File: src/mem_fabric_settings.svh
`ifndef MEM_FABRIC_SETTINGS_SVH
`define MEM_FABRIC_SETTINGS_SVH

// --------------------
// bus widths
// --------------------
`define MF_ADDR_W 32
`define MF_DATA_W 32
`define MF_STRB_W 4

// request queue entries, also the arbiter's starting credit
`define MF_REQ_QUEUE_DEPTH 4

// --------------------
// address map
// --------------------
`define MF_SRAM_BASE 32'h8000_0000
`define MF_SRAM_WORDS 256
`define MF_CLINT_BASE 32'h0200_0000
`define MF_MTIME_LO_OFS 32'h0000_BFF8
`define MF_MTIME_HI_OFS 32'h0000_BFFC

`endif

File: src/mem_fabric_pkg.sv
`include "mem_fabric_settings.svh"

package mem_fabric_pkg;

	// --------------------
	// enums
	// --------------------
	typedef enum logic {
		SRC_FETCH = 1'b0,
		SRC_LSU   = 1'b1
	} req_src_e;

	typedef enum logic {
		OP_READ  = 1'b0,
		OP_WRITE = 1'b1
	} bus_op_e;

	// same width as the axi resp field
	typedef enum logic [1:0] {
		RESP_OKAY  = 2'b00,
		RESP_FAULT = 2'b11
	} bus_resp_e;

	// --------------------
	// structs
	// --------------------
	// request as it travels arbiter -> queue -> crossbar
	typedef struct packed {
		logic [`MF_ADDR_W-1:0] addr;
		logic [`MF_DATA_W-1:0] wdata;
		logic [`MF_STRB_W-1:0] wstrb;
		bus_op_e               op;
		req_src_e              src;
	} bus_req_t;

	// load/store port payload, source is implied by the port
	typedef struct packed {
		logic [`MF_ADDR_W-1:0] addr;
		logic [`MF_DATA_W-1:0] wdata;
		logic [`MF_STRB_W-1:0] wstrb;
		bus_op_e               op;
	} lsu_req_t;

	typedef struct packed {
		logic [`MF_DATA_W-1:0] rdata;
		bus_resp_e             resp;
		req_src_e              src;
	} bus_rsp_t;

endpackage

File: src/req_queue.sv
`timescale 1ns/1ps
`include "mem_fabric_settings.svh"

module req_queue (
	input  logic                     clock,
	input  logic                     reset_i,
	input  logic                     push_i,
	input  mem_fabric_pkg::bus_req_t push_data_i,
	output logic                     head_valid_o,
	output mem_fabric_pkg::bus_req_t head_o,
	input  logic                     pop_i,
	output logic                     credit_o
);
	import mem_fabric_pkg::*;

	localparam int DEPTH = `MF_REQ_QUEUE_DEPTH;
	localparam int PTR_W = (DEPTH > 1) ? $clog2(DEPTH) : 1;
	localparam int CNT_W = $clog2(DEPTH + 1);

	bus_req_t         entries [DEPTH];
	logic [PTR_W-1:0] wr_ptr;
	logic [PTR_W-1:0] rd_ptr;
	logic [CNT_W-1:0] count;
	logic             do_pop;

	// wrap at DEPTH, which need not be a power of two
	function automatic logic [PTR_W-1:0] ptr_inc(input logic [PTR_W-1:0] ptr);
		if (ptr == PTR_W'(DEPTH - 1)) begin
			return '0;
		end
		return ptr + 1'b1;
	endfunction

	assign head_valid_o = (count != '0);
	assign head_o       = entries[rd_ptr];
	assign do_pop       = pop_i && head_valid_o;

	// --------------------
	// storage
	// --------------------
	// no full check, the arbiter never pushes without a credit
	always_ff @(posedge clock) begin
		if (push_i) begin
			entries[wr_ptr] <= push_data_i;
		end
	end

	// --------------------
	// pointers and count
	// --------------------
	always_ff @(posedge clock) begin
		if (reset_i) begin
			wr_ptr   <= '0;
			rd_ptr   <= '0;
			count    <= '0;
			credit_o <= 1'b0;
		end else begin
			if (push_i) begin
				wr_ptr <= ptr_inc(wr_ptr);
			end
			if (do_pop) begin
				rd_ptr <= ptr_inc(rd_ptr);
			end
			case ({push_i, do_pop})
				2'b10:   count <= count + 1'b1;
				2'b01:   count <= count - 1'b1;
				default: count <= count;
			endcase
			// freed slot goes back to the arbiter
			credit_o <= do_pop;
		end
	end

endmodule

File: config.mk
export PLATFORM = sky130hd
export DESIGN_NAME = req_queue
export DESIGN_NICKNAME = d
export VERILOG_FILES = /design/src/mem_fabric_pkg.sv /design/src/req_queue.sv
export VERILOG_INCLUDE_DIRS = /design/src
export SDC_FILE = /design/constraint.sdc
export NUM_CORES = 1
export LEC_CHECK = 0
export BUFFER_PORTS_ARGS = -buffer_cell sky130_fd_sc_hd__clkbuf_2
export CORE_MARGIN = 4
export CORE_UTILIZATION = 30
export CTS_CLUSTER_SIZE = 12
export DETAILED_ROUTE_END_ITERATION = 16
export GPL_ROUTABILITY_DRIVEN = 0
export PLACE_DENSITY = 0.57
export SYNTH_ARGS = -nofsm -noshare
export SYNTH_HDL_FRONTEND = slang
export SYNTH_SLANG_ARGS = --single-unit
File: constraint.sdc
create_clock -name clock -period 3.9 [get_ports clock]
set_clock_uncertainty 0.2 [all_clocks]
set_input_delay 0.585 -clock clock [delete_from_list [all_inputs] [get_ports clock]]
set_output_delay 0.585 -clock clock [all_outputs]
set_load 0.005 [all_outputs]
After elaboration in Yosys (flattened, before gate mapping)
Memory sizes are Yosys's and may differ from the RTL's. A register that Yosys moved wholly into a read port is not among the register bits.
Index checks and enable logic that the tools add are counted.
- bits in latches: 0
- word-level logic and storage cells: 31
- memory bits (read-only): 0
- memories: 1
- register bits: 8
- memory bits (writable): 280
- input port bits: 74
- memory list (name ; words ; width ; rd ports ; clocked after Yosys merged registers in ; wr ports ; RTL line ; text):
    entries ; 4 ; 70 ; 1 ; 1 ; 1 ; req_queue.sv:20 ; bus_req_t entries [DEPTH];
- bitwise operators: 0
- magnitude comparators: 0
- shift operators: 0
- div/mod/pow operators: 0
- reduce and logical (&&, ||, !) cells: 3
- eq/ne operators: 4
- multiply operators: 0
- mux-type cells: 15
- add/subtract/negate cells: 4
- operators by type and width (cell ; count):
    two-way mux 2 bit ; 6
    two-way mux 1 bit ; 8
    == test 2 bit, second input constant ; 3
    case mux 3 bit (2 select lines) ; 1
    adder 2 x 1 -> 2 bit, second input constant ; 2
    adder 3 x 1 -> 3 bit, second input constant ; 1
    nonzero test 3 bit ; 1
    subtractor 3 x 1 -> 3 bit, second input constant ; 1
    == test 2 x 1 -> 1 bit, second input constant ; 1
    nonzero test 2 bit ; 1
    logical AND 1 bit ; 1

Logic depth before layout (Yosys ltp)
Gate-level depths: netlist of the first run.
- word-level depth: 7
- mapped depth: 8
- depth with buffers taken out: 8

Least setup slack after synthesis of the first run
No wires, ideal clock.
- path type: input port to flip-flop
- start point: input push_i
- end point: memory entries[0][0] in the netlist's numbering, enable pin
- path buffers: 0
- path slack: 1039 ps
- stages: 1
- library setup time: 435 ps
- arrival time: 2225 ps
- path through: and2_1
- cells in the longest elaborated chain, start to end: 2
- RTL lines (item ; RTL line ; text):
    start, declared ; req_queue.sv:7 ; input logic push_i,
    two-way mux 1 bit ; req_queue.sv:43 ; if (push_i) begin
    two-way mux 1 bit (not written as such) ; req_queue.sv:44 ; entries[wr_ptr] <= push_data_i;
    end, declared ; req_queue.sv:20 ;
No other way between the ends.

==> results of run 1 <==
[per-layer routing]
layer  share of wire, %  vias to the layer above
li1                   -                     2113
met1                 41                     2516
met2                 51                      134
met3                6.2                       37
met4                2.6                        2
met5              0.053                        -
[through the flow]
step           instances  hold WS (ns)  cell area (um2)  total power [mW]
3_5_place_dp        1007         0.351            11800              4.91
5_1_grt             1060        0.0193            12800              7.85
3_3_place_gp        1007         0.312            11800              4.88
6_report            1060        0.0494            12800              7.49
4_1_cts             1060       0.00957            12800              7.64
2_1_floorplan        417         0.263            10700              4.52
[worst min path at each step]
stage          slack (ns)        endpoint            start  cells past startpoint
2_1_floorplan        0.26            flop        rd_ptr[0]                      2
3_3_place_gp         0.31        count[2]         count[2]                      2
3_5_place_dp         0.35            flop        rd_ptr[0]                      2
4_1_cts              0.01  entries[1][10]  push_data_i[10]                      1
5_1_grt              0.02  entries[3][66]  push_data_i[66]                      1
6_report             0.05  entries[0][18]  push_data_i[18]                      1
[area by class of cell]
cell class                 count  area, um2  share of cell area (%)
sequential                   290       8620                    67.4
clock inverter                11        110                   0.862
multi-input combinational    103       1850                    14.5
timing repair buffer         152        791                    6.19
tap                          455        569                    4.46
clock buffer                  42        817                    6.40
inverter                       7       26.3                   0.206
[cells in the final DEF (no fill, tap or decap), drive strengths merged]
master,n
o31ai,1
edfxtp,280
ha,6
nor2,7
dfxtp,10
inv,7
mux2i,2
buf,7
clkbuf,187
o21ai,1
bufinv,2
fa,1
nor3b,1
clkinv,9
xor2,2
or3,3
mux4,70
and2,4
a21oi,4
nand2,1
[cells in the mapped netlist (all sizes together) (2+ instances only)]
cell,count
mux2i,2
xor2,2
mux4,70
dfxtp,10
and2,4
or3,3
ha,6
inv,7
nor2,7
buf,16
edfxtp,280
a21oi,4
[logic make-up (layout without fill, tap and decap cells)]
logic type	Yosys count	count (layout)	synth area share, %
muxes	72	72	15.0
AOI/OAI and AO/OA	6	6	0.434
buffers and inverters	24	212	2.06
adders and majority gates	7	7	0.892
xor gates and xnor gates	2	2	0.164
and+or+nand+nor	16	16	0.763
DFF	290	290	80.7
[registers in the layout, indices dropped and copies added, names as in the netlist, named ones only]
signal	count
count	3
credit_o	1
entries	280
rd_ptr	2
wr_ptr	2
[worst max-delay path, delay by kind of cell, from the launching register on]
| kind | cells | cell delay [ns] |
|---|---|---|
| DFF | 1 | 1.05 |
| muxes | 1 | 0.47 |
| buffers and inverters | 1 | 0.15 |
[report_power, final]
group	leakage [nW]	total [mW]	switching, mW	internal (mW)
logic	1.16	1.13	0.524	0.603
clock network	0.454	2.69	1.11	1.58
registers	2.66	3.67	0.0963	3.57
total	4.27	7.49	1.73	5.76
==> out/results.ini, run 1 <==
[status]
status = complete, no violations

[worst_setup_path]
slowest_delay_ns = 1.05
cp.required_ns = 3.12
critPathSlowestCell = dfxtp_4
start_kind = flop
rr_startpoint = wr_ptr[0]
reg2reg_slack_ns = 1.71
reg2regPathDepth = 3
crit_arrival_ns = 2.32
crit_chain = mux4_2, clkbuf_2
critical_path_class = reg -> out
critical_path_peak_fanout = 70
r2r-end = entries[3][58]
crit_path_end = head_o[16]
worstSetupEndpointType = output port

[detailed_routing]
vias = 4802
dr.pass1.iters = 6
wl_per_cell_um = 19.6
detail-route-antenna-nets = 0
drt_drc_violations_left = 0
drt_iter0_markers = 301
routed_wl_um = 20800
via_per_inst = 4.53

[sta]
relSlewSlack_pct = 22.4
hold_violations = 0
fmax_ghz = 0.322
tightest_slew_ns = 1.16
fin_ws_ns = 0.796
tns_ns = 0
period_needed_ns = 3.10
rsz0062_at_grt = no
setup_viol = 0
slew_viol_final = 0
timing.final.crit_share_pct = 79.6

[grt]
use_met3_pct = 3.11
met1_usage_pct = 13.4
grtUsageMet2_pct = 18.2
grt.busiest_layer = met2
grt_max_degree = 71
gr-total-overflow = 0
antenna_found_initial = 2
track_usage_pct = 10.7
grt_first_pass_wirelength_um = 31800
grt_pass1_vias = 5404

[synth]
syn_inst = 417
synth_area_leader_cell = edfxtp_1
synth_seq_cells = 290
synth_edf_count = 280
async_reset_ff_share_pct = 0
syn_avg_cell_area_um2 = 25.6
synthDominantCellAreaShare_pct = 78.8
synth_area_leaders = edfxtp_1 79%, mux4_2 15%, dfxtp_1 1.9%
synth_seq_area_share_pct = 80.7
ys_types = 21
synth_warnings = 0
syn-num-nets = 498
syn_area_um2 = 10700
ys.flop_type = edfxtp_1

[placed_design]
dpl.hpwl_um = 12100
portBuffers = 145
pre_cts_ws_ns = 1.37

[die]
num_io_pins = 146
core_area_um2 = 34800
dieWidth_um = 197
initial_core_util_pct = 30.6
dieArea_um2 = 38600
core.rowCount = 68
die_h_um = 197

[layout]
drive_gt1_share_pct = 44.5
diodes = 0
fillers = 3166
area_growth_pct = 19.8
num-nets-final = 666
fin_util_pct = 36.7

[clocking]
cts.reportedPaths.clkPinSlew_ns = 0.06
clk_latency_ns = 0.55
numCtsBuffers = 31
clockRootBuffer = clkbuf_16
cts_hold_buf = 0
clock-sinks = 290
cts.htree.levels = 1
cts_tree = built
clockBufferDepth = 3
cts_resized = 0
postCtsSetupBuffers = 0

[job]
cap_violations = 0

[power]
power.density_nw_per_um2 = 586
ir_worst_vdd_v = 0.000405
p_leak_nw = 4.27

[hold_path]
hold_class = in -> reg

(Power assumes the default switching activity.)
==> run 2: changes to the inputs <==
ABC_AREA = 1   (was not set)
PLACE_DENSITY = 0.59   (was 0.57)
clock period = 2.7 ns   (was 3.9 ns; I/O delays follow)
==> out/results.ini, run 2 <==
[worst_setup_path]
worstSetupEndpointType = output port
r2r-end = count[2]
crit_chain = buf_16, o21ai_0, o22ai_1, clkbuf_2
slowest_delay_ns = 0.54
critical_path_peak_fanout = 74
critical_path_class = reg -> out
reg2reg_slack_ns = 0.67
crit_arrival_ns = 1.98
critPathSlowestCell = dfxtp_4
start_kind = flop
reg2regPathDepth = 12
cp.required_ns = 2.10
rr_startpoint = count[0]

[synth]
synth_warnings = 0
syn-num-nets = 823
ys_types = 22
synth_seq_cells = 290
syn_area_um2 = 11400
async_reset_ff_share_pct = 0
syn_inst = 742
ys.flop_type = edfxtp_1
synthDominantCellAreaShare_pct = 73.4
synth.top_cells.by_count = 280 x edfxtp_1, 113 x o21ai_0, 105 x nor2_1, 40 x nor2_4, 40 x o22ai_2
synth_area_leaders = edfxtp_1 73%, o21ai_0 4.9%, o22ai_2 4.4%
synth_seq_area_share_pct = 75.2
synth_area_leader_cell = edfxtp_1
synth_edf_count = 280
yosysMostFrequentCell = edfxtp_1
syn_avg_cell_area_um2 = 15.4

[layout]
num-nets-final = 1054
reg.largest.list = entries (280), count (3)
fin_util_pct = 38.9
multiInputGateArea_um2 = 2460
fillers = 3561
regMostFlops = entries
drive_gt1_share_pct = 30.2
stdcell_count = 1510
mostFrequentLayoutCell = edfxtp_1
largest_reg_flops = 280
area_growth_pct = 27.8
mostFrequentLayoutCells = 280 x edfxtp_1, 145 x clkbuf_2, 113 x o21ai_0
seq_area_um2 = 8620

[hold_path]
min-delay-start = push_i
hold_depth = 3
worstHoldEndpoint = wr_ptr[1]
hold_class = in -> reg

[clocking]
postCtsSetupBuffers = 0
clockBufferDepth = 3
numCtsBuffers = 34
clockRootBuffer = clkbuf_16
clock-sinks = 290
cts_tree = built
cts.reportedPaths.clkPinSlew_ns = 0.05
clk_latency_ns = 0.51
cts.htree.levels = 2

[sta]
hold_violations = 0
timing.final.crit_share_pct = 95.6
tightest_slew_ns = 0.487
slew_viol_final = 0
fmax_ghz = 0.387
relSlewSlack_pct = 67.5
fin_hold_ws_ns = 0.0876
period_needed_ns = 2.58
setup_viol = 0
fin_ws_ns = 0.119

[detailed_routing]
drt_iter0_markers = 295
routed_wl_um = 25000
vias = 6813
detail-route-antenna-nets = 0
dr.pass1.iters = 6
drt_drc_violations_left = 0
via_per_inst = 4.51
wl_per_cell_um = 16.6

[grt]
grt_pass1_vias = 6782
antenna_found_initial = 1
grt_first_pass_wirelength_um = 38300
track_usage_pct = 11.8
gr-total-overflow = 0
grt_max_degree = 75

[status]
status = complete, no violations

[power]
share_comb_of_total_power_pct = 21.9
p_switching_mw = 3.41
power.density_nw_per_um2 = 845
ir_worst_vdd_v = 0.000467
p_int_mw = 8.94
clkPwrFrac_pct = 35.5
p_leak_nw = 5.12
total_power_mw = 12.4
seqPwrFrac_pct = 42.7
p_sw_share_pct = 27.6

[placed_design]
placedCellCount = 1376
dpl.hpwl_um = 14200
portBuffers = 145
pre_cts_ws_ns = 0.506

[die]
dieWidth_um = 203
dieArea_um2 = 41400
initial_core_util_pct = 30.4
core.rowCount = 71
die_h_um = 203
num_io_pins = 146
core_area_um2 = 37700

[job]
cap_violations = 0

run 2: cell count changes after synthesis, moves of 40 or more:
| cell | before | now |
|---|---|---|
| o22ai_2 | 0 | 40 |
| nor2_1 | 7 | 105 |
| o21ai_0 | 1 | 113 |
| mux4_2 | 70 | 0 |
| nor2_4 | 0 | 40 |
run 2: cells by family after synthesis:
| family | Yosys count | synth area share [%] |
|---|---|---|
| adders and majority gates | 7 | 0.830 |
| and+or+nand+nor | 163 | 8.06 |
| buffers and inverters | 63 | 3.40 |
| DFF | 290 | 75.2 |
| AOI/OAI and AO/OA | 219 | 12.5 |
run 2: worst max-delay path, delay by kind of cell (launching register included):
family / cells / cell delay [ns]
flip-flops: 1 / 0.54
buffers and inverters: 2 / 0.49
AO/OA/AOI/OAI: 2 / 0.42
run 2: power by group through the flow:
stage                     sequential, mW  combinational, mW  clock, mW
after global routing                5.29               2.99       4.74
after detailed placement            5.35               2.66          0
final                               5.27               2.70       4.39
after global placement              5.35               2.63          0
after CTS                           5.27               2.76       4.55
after floorplan                     5.32               1.66          0
run 2: cell type report:
class	count	area share [%]
Sequential cell	290	58.9
Multi-Input combinational cell	389	16.8
Timing Repair Buffer	239	11.9
Clock buffer	48	6.61
Tap cell	511	4.37
Clock inverter	13	0.778
Inverter	19	0.650
Antenna cell	1	0.0171
run 2: worst max-delay path by stage:
stage | from | to | slack [ns] | cells after the start
after CTS | flop | head_o[27] | 0.006 | 6
after global routing | flop | head_o[45] | -0.01 | 4
after global placement | flop | head_o[54] | 0.49 | 4
after detailed placement | flop | head_o[27] | 0.51 | 6
final | flop | head_o[45] | 0.12 | 4
after floorplan | wr_ptr[0] | entries[3][0] | 0.13 | 3
run 2: per-layer routing:
| layer | global-route usage (%) | vias to the layer above | part of all wire (%) |
|---|---|---|---|
| met3 | 3.37 | 37 | 5.6 |
| met2 | 19.4 | 149 | 47 |
| met4 | 3.32 | 0 | 1.9 |
| met1 | 15.4 | 3369 | 45 |
| met5 | 0 | - | 0 |
| li1 | - | 3258 | - |
run 2: stage by stage:
step	cell area (um2)	TNS, ns
2_1_floorplan	11400	0
3_3_place_gp	12800	0
3_5_place_dp	12800	0
4_1_cts	14600	0
5_1_grt	14600	-0.0124
6_report	14600	0
run 2: repair_timing:
item                                    4_1_cts  5_1_grt
hold endpoints to repair                    282        0
endpoints found under the setup margin       13       17
pin swaps                                     0        0
hold buffers                                 72        0
gates resized for setup                       3        9
gates cloned                                  0        0
==> run 3: changes to the inputs <==
REMOVE_ABC_BUFFERS = 1   (was not set)
==> out/results.ini, run 3 (synthesized netlist as in run 2, its figures left out) <==
[status]
status = complete, no violations

[clocking]
cts.reportedPaths.clkPinSlew_ns = 0.06
clock-sinks = 290
cts_tree = built
clockBufferDepth = 3
cts.htree.levels = 1
clk_latency_ns = 0.56
clockRootBuffer = clkbuf_16
numCtsBuffers = 31

[grt]
grt_max_degree = 115
gr-total-overflow = 0
grt_first_pass_wirelength_um = 39300
grt_pass1_vias = 6935
antenna_found_initial = 2
track_usage_pct = 12.0

[power]
p_sw_share_pct = 28.6
p_switching_mw = 3.36
power.density_nw_per_um2 = 814
p_int_mw = 8.39
p_leak_nw = 5.02
seqPwrFrac_pct = 44.7
ir_worst_vdd_v = 0.000426
share_comb_of_total_power_pct = 23.0
total_power_mw = 11.7
clkPwrFrac_pct = 32.3

[layout]
final_area_um2 = 14400
largest_reg_flops = 280
mostFrequentLayoutCell = edfxtp_1
area_growth_pct = 26.1
reg.largest.list = entries (280), count (3)
regMostFlops = entries
mostFrequentLayoutCells = 280 x edfxtp_1, 145 x clkbuf_2, 112 x o21ai_0
num-nets-final = 1050
drive_gt1_share_pct = 29.7

[job]
cap_violations = 0

[detailed_routing]
vias = 6767
via_per_inst = 4.50
drt_drc_violations_left = 0
wl_per_cell_um = 16.8
drt_iter0_markers = 323
routed_wl_um = 25200
detail-route-antenna-nets = 0
dr.pass1.iters = 4

[worst_setup_path]
r2r-end = count[2]
start_kind = flop
slowest_delay_ns = 0.40
critPathSlowestCell = dfxtp_4
critical_path_class = reg -> out
rr_startpoint = count[0]
crit_buf_inv = 2
reg2regPathDepth = 12
path_delay_family = buffers and inverters
critical_path_peak_fanout = 114
crit_chain = buf_16, o21ai_0, o22ai_1, clkbuf_2
worstSetupEndpointType = output port
crit_arrival_ns = 1.98
reg2reg_slack_ns = 0.70
cp.required_ns = 2.10

[sta]
timing.final.crit_share_pct = 95.6
fin_ws_ns = 0.118
fin_hold_ws_ns = 0.335
setup_viol = 0
period_needed_ns = 2.58
rsz0062_at_grt = no
fmax_ghz = 0.387
relSlewSlack_pct = 67.0
hold_violations = 0
slew_viol_final = 0
tns_ns = 0
tightest_slew_ns = 0.495

[placed_design]
portBuffers = 145
dpl.hpwl_um = 14100
pre_cts_ws_ns = 0.524
place_area_um2 = 12800

[die]
dieWidth_um = 203
dieArea_um2 = 41400
num_io_pins = 146
core.rowCount = 71
die_h_um = 203
core_area_um2 = 37700
initial_core_util_pct = 30.4

[hold_path]
worstHoldEndpoint = wr_ptr[1]
hold_depth = 2
hold_class = reg -> reg
min-delay-start = wr_ptr[1]

## run 3: power by group through the flow
stage | logic [mW] | registers (mW) | clock network [mW]
after detailed placement | 2.66 | 5.34 | 0
after global placement | 2.62 | 5.33 | 0
final | 2.71 | 5.25 | 3.79
after CTS | 2.76 | 5.25 | 3.92
after global routing | 3.02 | 5.27 | 4.11
after floorplan | 1.35 | 5.44 | 0
## run 3: metal layers
metal	routed length [um]	share of wire, %	vias up	global-route usage [%]
li1	-	-	3245	-
met5	0	0	-	0
met2	11800	47	154	19.2
met3	1400	5.5	45	2.80
met4	621	2.5	0	4.22
met1	11300	45	3323	16.2
## run 3: final cells by class
class | count | area, um2
Clock inverter | 11 | 55.1
Clock buffer | 44 | 845
Tap cell | 511 | 639
Sequential cell | 290 | 8620
Timing Repair Buffer | 238 | 1740
Inverter | 19 | 83.8
Antenna cell | 1 | 2.50
Fill cell | 3606 | 23200
Multi-Input combinational cell | 389 | 2450
## run 3: worst max path at each step
stage                             to  slack [ns]  cells past startpoint
after floorplan            head_o[0]       -1.90                      3
after global routing      head_o[40]       0.006                      4
final                     head_o[40]        0.12                      4
after CTS                 head_o[47]        0.03                      4
after global placement    head_o[34]        0.62                      5
after detailed placement  head_o[36]        0.52                      5
## run 3: through the flow
step	util, %	std cells
floorplan	-	698
global placement	33.9	1374
detailed placement	33.9	1374
CTS	38.3	1502
global route	38.3	1503
finish	38.3	1503
## run 3: worst register-to-register path, cell delays in order, from the launching register on
cell and delay (ns):
dfxtp_1 0.31, inv_1 0.08, nand3_1 0.22, nand2_1 0.10
inv_1 0.07, ha_1 0.15, inv_1 0.07, fa_1 0.38
nand2_1 0.10, nand3_1 0.08, nand2_1 0.06, inv_1 0.03
nor2_1 0.08
## run 3: what timing repair did
action,CTS,global route
hold buffers,73,0
pin swaps,0,0
gates resized for setup,2,7
hold endpoints to repair,286,0
setup buffers,0,0
endpoints found under the setup margin,32,18
