## config.mk

```make
export PLATFORM = sky130hd
export DESIGN_NAME = req_arbiter
export DESIGN_NICKNAME = d
export VERILOG_FILES = /design/src/mem_fabric_pkg.sv /design/src/req_arbiter.sv
export VERILOG_INCLUDE_DIRS = /design/src
export SDC_FILE = /design/constraint.sdc
export NUM_CORES = 1
export LEC_CHECK = 0
export BUFFER_PORTS_ARGS = -buffer_cell sky130_fd_sc_hd__buf_4
export CORE_AREA = 2 2 69 71
export DETAILED_ROUTE_END_ITERATION = 7
export DIE_AREA = 0 0 71 73
export PLACE_DENSITY = 0.71
export SYNTH_ARGS = -nofsm -noshare
export SYNTH_HDL_FRONTEND = slang
export SYNTH_SLANG_ARGS = --single-unit
```

## constraint.sdc

```tcl
create_clock -name clock -period 2.36 [get_ports clock]
set_clock_uncertainty 0.05 [all_clocks]
set_input_delay 0.354 -clock clock [delete_from_list [all_inputs] [get_ports clock]]
set_output_delay 0.354 -clock clock [all_outputs]
set_load 0.05 [all_outputs]
```

## src/mem_fabric_settings.svh

```systemverilog
`ifndef MEM_FABRIC_SETTINGS_SVH
`define MEM_FABRIC_SETTINGS_SVH

// --------------------
// bus widths
// --------------------
`define MF_ADDR_W 32
`define MF_DATA_W 32
`define MF_STRB_W 4

// request queue entries, also the arbiter's starting credit
`define MF_REQ_QUEUE_DEPTH 4

// --------------------
// address map
// --------------------
`define MF_SRAM_BASE 32'h8000_0000
`define MF_SRAM_WORDS 256
`define MF_CLINT_BASE 32'h0200_0000
`define MF_MTIME_LO_OFS 32'h0000_BFF8
`define MF_MTIME_HI_OFS 32'h0000_BFFC

`endif

```

## src/mem_fabric_pkg.sv

```systemverilog
`include "mem_fabric_settings.svh"

package mem_fabric_pkg;

	// --------------------
	// enums
	// --------------------
	typedef enum logic {
		SRC_FETCH = 1'b0,
		SRC_LSU   = 1'b1
	} req_src_e;

	typedef enum logic {
		OP_READ  = 1'b0,
		OP_WRITE = 1'b1
	} bus_op_e;

	// same width as the axi resp field
	typedef enum logic [1:0] {
		RESP_OKAY  = 2'b00,
		RESP_FAULT = 2'b11
	} bus_resp_e;

	// --------------------
	// structs
	// --------------------
	// request as it travels arbiter -> queue -> crossbar
	typedef struct packed {
		logic [`MF_ADDR_W-1:0] addr;
		logic [`MF_DATA_W-1:0] wdata;
		logic [`MF_STRB_W-1:0] wstrb;
		bus_op_e               op;
		req_src_e              src;
	} bus_req_t;

	// load/store port payload, source is implied by the port
	typedef struct packed {
		logic [`MF_ADDR_W-1:0] addr;
		logic [`MF_DATA_W-1:0] wdata;
		logic [`MF_STRB_W-1:0] wstrb;
		bus_op_e               op;
	} lsu_req_t;

	typedef struct packed {
		logic [`MF_DATA_W-1:0] rdata;
		bus_resp_e             resp;
		req_src_e              src;
	} bus_rsp_t;

endpackage

```

## src/req_arbiter.sv

```systemverilog
`timescale 1ns/1ps
`include "mem_fabric_settings.svh"

module req_arbiter (
	input  logic                     clock,
	input  logic                     reset_i,
	input  logic                     if_req_valid_i,
	input  logic [`MF_ADDR_W-1:0]    if_req_addr_i,
	output logic                     if_req_ready_o,
	input  logic                     lsu_req_valid_i,
	input  mem_fabric_pkg::lsu_req_t lsu_req_i,
	output logic                     lsu_req_ready_o,
	input  logic                     credit_i,
	output logic                     push_o,
	output mem_fabric_pkg::bus_req_t push_data_o
);
	import mem_fabric_pkg::*;

	localparam int DEPTH = `MF_REQ_QUEUE_DEPTH;
	localparam int CNT_W = $clog2(DEPTH + 1);

	logic [CNT_W-1:0] credit_cnt;
	logic             arb_en;
	logic             can_push;

	// held low for the first cycle out of reset
	assign can_push = arb_en && (credit_cnt != '0);

	// --------------------
	// fixed priority grant
	// --------------------
	// load/store wins, fetch only gets the slot when lsu is idle
	assign lsu_req_ready_o = can_push;
	assign if_req_ready_o  = can_push && !lsu_req_valid_i;
	assign push_o          = can_push && (lsu_req_valid_i || if_req_valid_i);

	always_comb begin
		if (lsu_req_valid_i) begin
			push_data_o.addr  = lsu_req_i.addr;
			push_data_o.wdata = lsu_req_i.wdata;
			push_data_o.wstrb = lsu_req_i.wstrb;
			push_data_o.op    = lsu_req_i.op;
			push_data_o.src   = SRC_LSU;
		end else begin
			// fetch is always a plain word read
			push_data_o.addr  = if_req_addr_i;
			push_data_o.wdata = '0;
			push_data_o.wstrb = '0;
			push_data_o.op    = OP_READ;
			push_data_o.src   = SRC_FETCH;
		end
	end

	// --------------------
	// credit counter
	// --------------------
	// one credit per free queue entry
	always_ff @(posedge clock) begin
		if (reset_i) begin
			credit_cnt <= CNT_W'(DEPTH);
			arb_en     <= 1'b0;
		end else begin
			arb_en <= 1'b1;
			case ({push_o, credit_i})
				2'b10:   credit_cnt <= credit_cnt - 1'b1;
				2'b01:   credit_cnt <= credit_cnt + 1'b1;
				default: credit_cnt <= credit_cnt;
			endcase
		end
	end

endmodule

```

Yosys cells after proc, flatten, opt, wreduce, memory -nomap -nowiden
Index checks and enable logic that the tools add are counted.

operators by class
  $add $sub $neg = 2
  equal/unequal tests = 2
  multiplexer cells = 3
  reductions and logical operators = 7

operator list
  cell                 count
  $mux 70              1
  $pmux 3 s2           1
  $add 3x1->3 const B  1
  $logic_and 1x1->1    3
  $reduce_bool 3->1    1
  $sub 3x1->3 const B  1
  $eq 2x1->1 const B   1
  $eq 2x2->1 const B   1
  $reduce_bool 2->1    1
  $logic_not 1->1      1
  $logic_or 1x1->1     1
  $mux 1               1

word-level totals
  flip-flop bits (word level) = 4
  bits of input ports = 106

Depth between registers and ports, before layout
Gate-level depths: netlist (run 1).

  word-level depth = 5
  depth in mapped cells = 9
  depth with buffers taken out = 9

Worst setup path before layout (run 1)
No wires, ideal clock.

  path type = reg-to-reg
  start = register credit_cnt[1]
  end = register credit_cnt[2]
  setup time = 0.062 ns
  arrival time = 2.128 ns
  required time = 2.248 ns
  path slack = 0.120 ns
  cell stages (with the launch flop) = 10
  buffers on the path = 0
  path through = dfxtp_1 -> o31ai_2 -> inv_1 -> o21ai_2 -> ha_1 -> inv_1 -> fa_1 -> xor2_1 -> or3_1 -> nand3_1

on the way
  cells in the longest elaborated chain, start to end = 5
  elaborated cells between the ends (all ways) = 9
  those cells by class = 2 x add/sub; 2 x eq/ne; 1 x mux; 4 x reduce/logical

ends and longest elaborated chain
  element                                                 line               text
  start: declaration                                      req_arbiter.sv:22  logic [CNT_W-1:0] credit_cnt;
  start signal: assignment                                req_arbiter.sv:60  credit_cnt <= CNT_W'(DEPTH);
  start signal: assignment                                req_arbiter.sv:65  2'b10: credit_cnt <= credit_cnt - 1'b1;
  start signal: assignment                                req_arbiter.sv:66  2'b01: credit_cnt <= credit_cnt + 1'b1;
  $reduce_bool 3->1 *                                     req_arbiter.sv:27  assign can_push = arb_en && (credit_cnt != '0);
  $logic_and 1x1->1 *                                     req_arbiter.sv:27
  via lsu_req_ready_o                                     req_arbiter.sv:12  output logic lsu_req_ready_o,
  $logic_and 1x1->1 *                                     req_arbiter.sv:35  assign push_o = can_push && (lsu_req_valid_i || if_req_valid_i);
  $eq 2x1->1 / $eq 2x2->1 (equally long branches)         req_arbiter.sv:64  case ({push_o, credit_i})
  $pmux 3 s2 / $reduce_bool 2->1 (equally long branches)  -

Mark *: on every way through the listed nets, which the timed path passes. The rest lies on a longest branch.
A chain may end at the register's enable or synchronous reset.

Worst setup path in the final report (run 1)
  start = register credit_cnt[1]
  end = register credit_cnt[2]

on the way
  cells in the longest elaborated chain, start to end = 5
  elaborated cells between the ends (all ways) = 9
  those cells by class = 2 x add/sub; 2 x eq/ne; 1 x mux; 4 x reduce/logical

ends and longest elaborated chain
  element                                                 line
  $reduce_bool 3->1                                       req_arbiter.sv:27
  $logic_and 1x1->1                                       req_arbiter.sv:27
  $logic_and 1x1->1                                       req_arbiter.sv:35
  $eq 2x1->1 / $eq 2x2->1 (equally long branches)         req_arbiter.sv:64
  $pmux 3 s2 / $reduce_bool 2->1 (equally long branches)  -

Parallel ways exist; a longest one is shown, timed or not.

==> flow_summary.ini, run 1 <==
[worst_setup_path]
crit_type = flop to flop
arrival_ns = 2.19
ff2ff_path_depth = 9
crit_top_cell = inv_1
crit_family = adder cells
worst_ep_required_time_ns = 2.47
end_kind = flop
critPathMaxStageDelay_ns = 0.37
worstPathMaxFanout = 3
cp.depth = 9
path_buf_inv = 2
startpoint_type = flop
cp_cell_sequence = o31ai_2, inv_1, o21ai_2, ha_1, inv_1, fa_1, xor2_1, or3_1, nand3_1
crit_path_top_delay_cell = fa_1

[yosys]
synth.avg_cell_area_um2 = 10.3
synth-seq-cells = 4
ys_types = 21
postSynthCellCount = 99
synth_nets = 207
ys_warn_count = 0
netlist_area_um2 = 1020
synth_seq_area_share_pct = 7.87

[global_routing]
grt_pass1_vias = 1241
antenna_found_initial = 0
grt_max_degree = 71
grt_first_pass_wirelength_mm = 5.88
grt_overflow_total = 0
track_usage_pct = 14.0

[clock_network]
ctsResizeCount = 0
cts_setup_buffers = 0
htree_num_levels = 1
cts_sinks = 4
cts_root_buf = clkbuf_8
clkSlewWorstSetupHoldPaths_ns = 0.03
worstSkewPairLatency_ns = 0.22
ctsLongestPathBuffers = 2
holdBufCountCts = 0
cts_tree = done
tritoncts.num_buffers = 3

[layout]
drive_gt1_share_pct = 79.8
syn_to_final_growth_pct = 134
fillerInstances = 422
finish.utilization_pct = 52.4
diodes = 0
layout.cells.non_filler = 326
nets = 382

[power_and_ir_drop]
sw_frac_of_total_pct = 48.2
p_int_mw = 0.521
total_leakage_power_nw = 1.36
pwr-share-comb_pct = 75.6
power.density_nw_per_um2 = 423
p_switching_mw = 0.485
vdd_drop_max_mv = 0.287
p_seq_share_pct = 10.2
pwr-share-clk_pct = 14.3

[die]
initial_core_util_pct = 22.4
die-area_um2 = 5180
die_h_um = 73
num_rows = 25
io_pins = 179
fp.dieW_um = 71
coreArea_um2 = 4540

[min_path]
whs_path_depth = 2
hold_path_class = primary input to flop

[drt]
drcViolationCount = 0
drt-total-wl_mm = 4.16
vias = 1361
ant_nets = 0
post_drt_wl_per_cell_um = 12.8
drt_pass1_iterations = 4
via_per_inst = 4.17
drtIter0Drc = 20

[placed_design]
dp_hpwl_mm = 3.49
gp_congestion = 0.757
place_inst = 323
port_buffers = 178
place_ws_ns = 0.266

[sta]
worst_slew_pin_slew_ns = 0.347
slew_headroom_pct = 76.9
hold_slack_ns = 0.264
hold_viol = 0
rsz0062_at_grt = no
drv_slew = 0
fmax_mhz = 479
fin_crit_sh_pct = 88.4
period_needed_ns = 2.09
setup_tns_ns = 0
fin_ws_ns = 0.274
final-setup-viol-count = 0

[outcome]
status = finished, final reports clean

[flow_run]
maxCapViolations = 0
-- cell usage after synthesis --
master    number  share of area [%]
ha_1           1                1.2
mux2i_1        1               0.98
inv_1          3                1.1
xor2_1         2                1.7
o21ai_0        1               0.49
o31ai_2        1                1.2
buf_6          2                2.2
clkbuf_2       2               0.98
mux2_2         1                1.1
dfxtp_1        4                7.9
mux2_4        31                 46
nand3_1        1               0.49
buf_12         3                5.9
o21ai_2        1               0.86
fa_1           1                2.0
or3_1          1               0.62
and2_1        37                 23
buf_4          1               0.74
inv_2          1               0.37
nor2_1         3                1.1
buf_2          1               0.49
-- per-stage QoR --
step           instance area (µm²)  total power [mW]
3_3_place_gp                  2340             0.859
3_5_place_dp                  2340             0.869
2_1_floorplan                 1020             0.601
6_report                      2380              1.01
5_1_grt                       2380              1.05
4_1_cts                       2380              1.02
-- flip-flops by register name (all words and copies together) (netlist names) --
register    flops
arb_en          1
credit_cnt      3
-- final cells by class --
class | instances | area (µm²) | area share, %
Inverter | 4 | 15.0 | 0.632
Timing Repair Buffer | 179 | 1360 | 57.1
Multi-Input combinational cell | 82 | 817 | 34.4
Clock buffer | 3 | 41.3 | 1.74
Sequential cell | 4 | 80.1 | 3.37
Tap cell | 54 | 67.6 | 2.84
-- cells in the final DEF (no fill, tap or decap), types with 2 or more instances in the layout --
master    synthesis  layout
mux2_4           31      31
and2_1           37      37
dfxtp_1           4       4
clkbuf_8          0       3
buf_4             1     178
xor2_1            2       2
inv_1             3       3
nor2_1            3       3
-- routing by layer --
layer	vias up	share of wire (%)	global-route usage [%]
met5	-	0	0
met1	600	35	16.4
met2	86	53	24.4
li1	671	-	-
met4	0	1.2	4.40
met3	4	11	4.28
-- power groups by stage --
stage | sequential [mW] | combinational [mW] | clock [mW]
floorplan | 0.100 | 0.501 | 0
global placement | 0.102 | 0.757 | 0
detailed placement | 0.104 | 0.765 | 0
CTS | 0.103 | 0.767 | 0.146
global route | 0.106 | 0.799 | 0.148
finish | 0.102 | 0.761 | 0.144
-- kinds of logic after synthesis --
group / synth area share [%]
xor gates and xnor gates: 1.72
and+or+nand+nor: 25.0
muxes: 47.8
AOI/OAI and AO/OA: 2.58
DFF: 7.87
adders and majority gates: 3.20
buffers and inverters: 11.8
-- final timing paths --
kind                 start            end  slack (ns)
max          credit_cnt[1]  credit_cnt[2]        0.27
min                reset_i  credit_cnt[0]        0.26
max reg2reg  credit_cnt[1]  credit_cnt[2]        0.27
min reg2reg  credit_cnt[2]  credit_cnt[2]        0.48
No activity file was read; power rests on OpenSTA's default activity.
==> inputs of run 2 (changes only) <==
==> constraint.sdc (replaced) <==
create_clock -name clock -period 2 [get_ports clock]
set_clock_uncertainty 0.05 [all_clocks]
set_input_delay 0.3 -clock clock [delete_from_list [all_inputs] [get_ports clock]]
set_output_delay 0.3 -clock clock [all_outputs]
set_load 0.05 [all_outputs]
==> run 2 against run 1 <==
Power up 23%; clock power is 18% higher; highest routed layer unchanged; flip-flop and latch count is the same; die area unchanged; core utilization up 1.3 points; maximum frequency up 5.2%; cell count increased by 0.92%; worst setup slack got worse by 0.26 ns; combinational power up 23%.
==> flow_summary.ini, run 2 (synthesis gave the netlist of run 1 again) <==
[outcome]
status = finished, final reports clean

[sta]
fin_crit_sh_pct = 99.2
final-setup-viol-count = 0
fmax_mhz = 504
hold_viol = 0
worst_slew_pin_slew_ns = 0.345
drv_slew = 0
period_needed_ns = 1.98
setup_tns_ns = 0
rsz0062_at_grt = yes
slew_headroom_pct = 77.0

[clock_network]
ctsLongestPathBuffers = 2
htree_num_levels = 1
worstSkewPairLatency_ns = 0.22
cts_root_buf = clkbuf_8
holdBufCountCts = 0
clkSlewWorstSetupHoldPaths_ns = 0.03
cts_sinks = 4
tritoncts.num_buffers = 3
cts_tree = done

[drt]
vias = 1365
drt-total-wl_mm = 4.24
via_per_inst = 4.15
drt_pass1_iterations = 2
ant_nets = 0
drcViolationCount = 0
post_drt_wl_per_cell_um = 12.9
drtIter0Drc = 23

[layout]
syn_to_final_growth_pct = 139
diodes = 0
nets = 385
max_flop_register = credit_cnt
final_cell_mix = buf_4, and2_1, mux2_4, nor2_1, clkbuf_8
drive_gt1_share_pct = 81.8
reg.largest.list = credit_cnt (3), arb_en (1)
final_common_cell = buf_4
largest_register_ffs = 3
fin_area_um2 = 2440

[worst_setup_path]
crit_family = adder cells
worstPathMaxFanout = 3
critPathMaxStageDelay_ns = 0.33
crit_path_top_delay_cell = dfxtp_2
crit_type = flop to flop
startpoint_type = flop
end_kind = flop
setup.worst_path.start = credit_cnt[2]
worst_ep_required_time_ns = 2.10
r2r-start = credit_cnt[2]
cp_cell_sequence = o31ai_4, inv_4, o21ai_4, ha_4, inv_1, fa_2, xor2_1, or3_1, nand3_1
path_buf_inv = 2
arrival_ns = 2.09

[global_routing]
track_usage_pct = 13.8
grt_pass1_vias = 1251
grt_overflow_total = 0
antenna_found_initial = 0
grt_max_degree = 72
grt_first_pass_wirelength_mm = 5.81

[power_and_ir_drop]
total_leakage_power_nw = 1.37
power.density_nw_per_um2 = 508
vdd_drop_max_mv = 0.415

[placed_design]
port_buffers = 178
dpl_cell_area_um2 = 2360
gp_congestion = 0.771
dp_hpwl_mm = 3.51

[die]
coreArea_um2 = 4540
num_rows = 25
fp.dieW_um = 71
die-area_um2 = 5180
initial_core_util_pct = 22.4
io_pins = 179
die_h_um = 73

[min_path]
hp-start = reset_i
hold_path_class = primary input to flop

[flow_run]
maxCapViolations = 0
[run 2: cell types whose count changed in the layout (fill, tap and decap cells not counted), sizes merged]
cell  previous run  this run
buf            179       182
[run 2: layer usage]
layer	share of wire [%]	global-route usage, %
met5	0	0
met1	35	15.8
met3	10	3.73
met4	0.78	4.40
met2	54	24.9
[run 2: metrics by stage]
step | util [%] | total power, mW | hold slack (ns) | cells | setup slack [ns]
2_1_floorplan | - | 0.728 | 0.315 | 99 | -0.0372
3_3_place_gp | 52.1 | 1.04 | 0.426 | 324 | 0.0273
3_5_place_dp | 52.1 | 1.05 | 0.431 | 324 | -0.0177
4_1_cts | 53.5 | 1.24 | 0.206 | 328 | 0.0359
5_1_grt | 53.7 | 1.29 | 0.214 | 329 | -0.0680
6_report | 53.7 | 1.24 | 0.210 | 329 | 0.0163
[run 2: power by group]
part / total (mW) / switching (mW) / internal (mW)
combinational: 0.938 / 0.526 / 0.413
clock: 0.170 / 0.0419 / 0.128
sequential: 0.130 / 0.0270 / 0.103
total: 1.24 / 0.595 / 0.644
[run 2: worst paths after layout]
| kind | to | cells past startpoint | slack (ns) |
|---|---|---|---|
| worst min register to register | credit_cnt[2] | 2 | 0.47 |
| worst max register to register | credit_cnt[2] | 9 | 0.02 |
| worst min-delay path | credit_cnt[1] | 2 | 0.21 |
| worst max-delay path | credit_cnt[2] | 9 | 0.02 |
[run 2: layout make-up]
| cell class | instances | area (µm²) |
|---|---|---|
| Clock buffer | 3 | 41.3 |
| Fill cell | 429 | 2100 |
| Inverter | 4 | 17.5 |
| Multi-Input combinational cell | 82 | 848 |
| Sequential cell | 4 | 82.6 |
| Tap cell | 54 | 67.6 |
| Timing Repair Buffer | 182 | 1380 |
[run 2: what timing repair did]
| action | in CTS | in global routing |
|---|---|---|
| endpoints found under the setup margin | 1 | 1 |
| gates cloned | 0 | 0 |
| buffers inserted | 1 | 1 |
| pin swaps | 2 | 3 |
| resized for setup | 2 | 0 |
==> inputs of run 3 (changes only) <==
==> config.mk (replaced) <==
export PLATFORM = sky130hd
export DESIGN_NAME = req_arbiter
export DESIGN_NICKNAME = d
export VERILOG_FILES = /design/src/mem_fabric_pkg.sv /design/src/req_arbiter.sv
export VERILOG_INCLUDE_DIRS = /design/src
export SDC_FILE = /design/constraint.sdc
export NUM_CORES = 1
export LEC_CHECK = 0
export ABC_AREA = 1
export BUFFER_PORTS_ARGS = -buffer_cell sky130_fd_sc_hd__clkbuf_2
export CORE_AREA = 2 2 70 72
export DETAILED_ROUTE_END_ITERATION = 7
export DIE_AREA = 0 0 72 74
export PLACE_DENSITY = 0.68
export SYNTH_ARGS = -nofsm -noshare
export SYNTH_HDL_FRONTEND = slang
export SYNTH_SLANG_ARGS = --single-unit
==> run 3 against run 2 <==
Sequential share of layout area is 0.79 points higher; synthesized cell count up 110%; register-to-register slack gained 0.15 ns; combinational power decreased by 22%; cell count rose by 33%; sequential power is 22% lower; die area rose by 2.8%; worst setup slack better by 0.15 ns; via count up 25%; global-route usage down 1.2 points; critical path depth increased by 3; maximum frequency grew 8.1%.
==> flow_summary.ini, run 3 <==
[drt]
drt-total-wl_mm = 3.76
drt_pass1_iterations = 4
drtIter0Drc = 31
post_drt_wl_per_cell_um = 8.59
vias = 1702
ant_nets = 0
via_per_inst = 3.89
drcViolationCount = 0

[clock_network]
htree_num_levels = 1
clkSlewWorstSetupHoldPaths_ns = 0.03
cts_root_buf = clkbuf_8
cts_sinks = 4
worstSkewPairLatency_ns = 0.22
holdBufCountCts = 0
ctsLongestPathBuffers = 2
tritoncts.num_buffers = 3
cts_tree = done

[yosys]
yosys.area_share.adder_pct = 3.37
synth_top_family_by_area = simple AND/OR/NAND/NOR gates
yosys.area_share.simple_pct = 55.9
yosys-top-cells-count = nand2_1, inv_1, buf_4, buf_6, dfxtp_1
synth_seq_area_share_pct = 8.30
synth_compound_area_share_pct = 2.98
netlist_area_um2 = 965
synth.avg_cell_area_um2 = 4.55
synth_nets = 320
postSynthCellCount = 212
yosysMostFrequentCell = nand2_1
yosys_most_used_dff = dfxtp_1
synthArstFlopShare_pct = 0
synth_top_area_share_pct = 53.3
synth-seq-cells = 4
synth-edff-count = 0
synthMuxAreaShare_pct = 0
ys_top_cells_by_area = nand2_1, inv_1, dfxtp_1, buf_4, buf_6
ys_types = 14
synthXorXnorAreaFrac_pct = 0
yosysTopAreaCell = nand2_1
ys_warn_count = 0

[layout]
drive_gt1_share_pct = 49.0
multi_input_area_um2 = 603
reg.largest.list = credit_cnt (3), arb_en (1)
final_common_cell = clkbuf_2
largest_register_ffs = 3
final_cell_mix = clkbuf_2, nand2_1, inv_1, dfxtp_1
fillerInstances = 503
max_flop_register = credit_cnt
nets = 494
seq_area_um2 = 80.1
diodes = 0
syn_to_final_growth_pct = 98.6

[global_routing]
antenna_found_initial = 0
grt_pass1_vias = 1400
grt_first_pass_wirelength_mm = 5.54
track_usage_pct = 12.6
grt_overflow_total = 0
grt_max_degree = 42

[die]
die-area_um2 = 5330
die_h_um = 74
fp.dieW_um = 72
io_pins = 179
num_rows = 25
initial_core_util_pct = 21.0
coreArea_um2 = 4600

[min_path]
whs_path_depth = 2
hold_path_class = primary input to flop

[worst_setup_path]
arrival_ns = 1.88
crit_path_top_delay_cell = fa_1
worst_ep_required_time_ns = 2.05
crit_type = flop to flop
crit_family = adder cells
crit_top_cell = nand3_1
cp.depth = 12
cp_cell_sequence = inv_1, nand3_1, nand2_2, clkinvlp_4, o21ai_2, ha_1, inv_1, fa_1, nand2_1, nand3_1, nand2_1, nand3_1
startpoint_type = flop
worstPathMaxFanout = 3
critPathMaxStageDelay_ns = 0.38
ff2ff_path_depth = 12
path_buf_inv = 3
end_kind = flop

[power_and_ir_drop]
vdd_drop_max_mv = 0.354
total_leakage_power_nw = 1.57
power.density_nw_per_um2 = 521

[placed_design]
place_ws_ns = 0.134
port_buffers = 178
gp_congestion = 0.803
dp_hpwl_mm = 3.30

[sta]
drv_slew = 0
fmax_mhz = 545
worst_slew_pin_slew_ns = 0.286
setup_tns_ns = 0
hold_viol = 0
slew_headroom_pct = 80.9
final-setup-viol-count = 0
rsz0062_at_grt = no
fin_crit_sh_pct = 91.7
period_needed_ns = 1.83
fin_ws_ns = 0.165

[flow_run]
maxCapViolations = 0

[outcome]
status = finished, final reports clean
## run 3: path summary, 6_finish.rpt
kind | slack (ns) | startpoint | to
setup / recovery | 0.17 | credit_cnt[0] | credit_cnt[2]
hold / removal | 0.23 | reset_i | arb_en
setup reg to reg | 0.17 | credit_cnt[0] | credit_cnt[2]
hold reg to reg | 0.40 | credit_cnt[2] | credit_cnt[2]
## run 3: routing by layer
metal  part of all wire (%)  vias to the layer above  GRT usage (%)
li1                       -                      935              -
met2                     52                       98           24.9
met5                      0                        -              0
met1                     38                      665           13.5
met4                   0.82                        0           3.98
met3                    9.7                        4           2.17
## run 3: repair_timing
action,4_1_cts,5_1_grt
endpoints found under the hold margin,0,0
setup endpoints to repair,0,2
setup buffers,0,0
resized for setup,0,1
## run 3: worst reg2reg max path, cell delays in order (launching register included)
cell and delay [ns]:
dfxtp_1 0.32, inv_1 0.08, nand3_1 0.09, nand2_2 0.09, clkinvlp_4 0.09, o21ai_2 0.07
ha_1 0.19, inv_1 0.07, fa_1 0.38, nand2_1 0.10, nand3_1 0.07, nand2_1 0.06
nand3_1 0.05
## run 3: cell type report
| class | count | share of cell area, % |
|---|---|---|
| repair buffers | 181 | 49.1 |
| multi-input cells | 149 | 31.5 |
| inverters | 47 | 9.54 |
| flip-flops and latches | 4 | 4.18 |
| well taps | 54 | 3.53 |
| clock buffers | 3 | 2.16 |
## run 3: cells by family after synthesis
kind of cell / Yosys count
flops: 4
buf+inv: 59
compound gates: 5
simple gates: 142
fa+ha+maj: 2
## run 3: power by group
group          internal [mW]  switching, mW  leakage, nW
clock network          0.128         0.0395       0.0216
registers             0.0932        0.00800       0.0334
logic                  0.205          0.524         1.51
## run 3: per-stage QoR
step / instance area, µm² / hold WS, ns / util (%) / instances / power [mW]
6_report: 1920 / 0.232 / 41.7 / 438 / 0.997
5_1_grt: 1920 / 0.232 / 41.7 / 438 / 1.06
4_1_cts: 1910 / 0.228 / 41.6 / 438 / 1.01
3_5_place_dp: 1870 / 0.394 / 40.7 / 435 / 0.836
3_3_place_gp: 1870 / 0.391 / 40.7 / 435 / 0.826
2_1_floorplan: 968 / 0.344 / - / 212 / 0.623
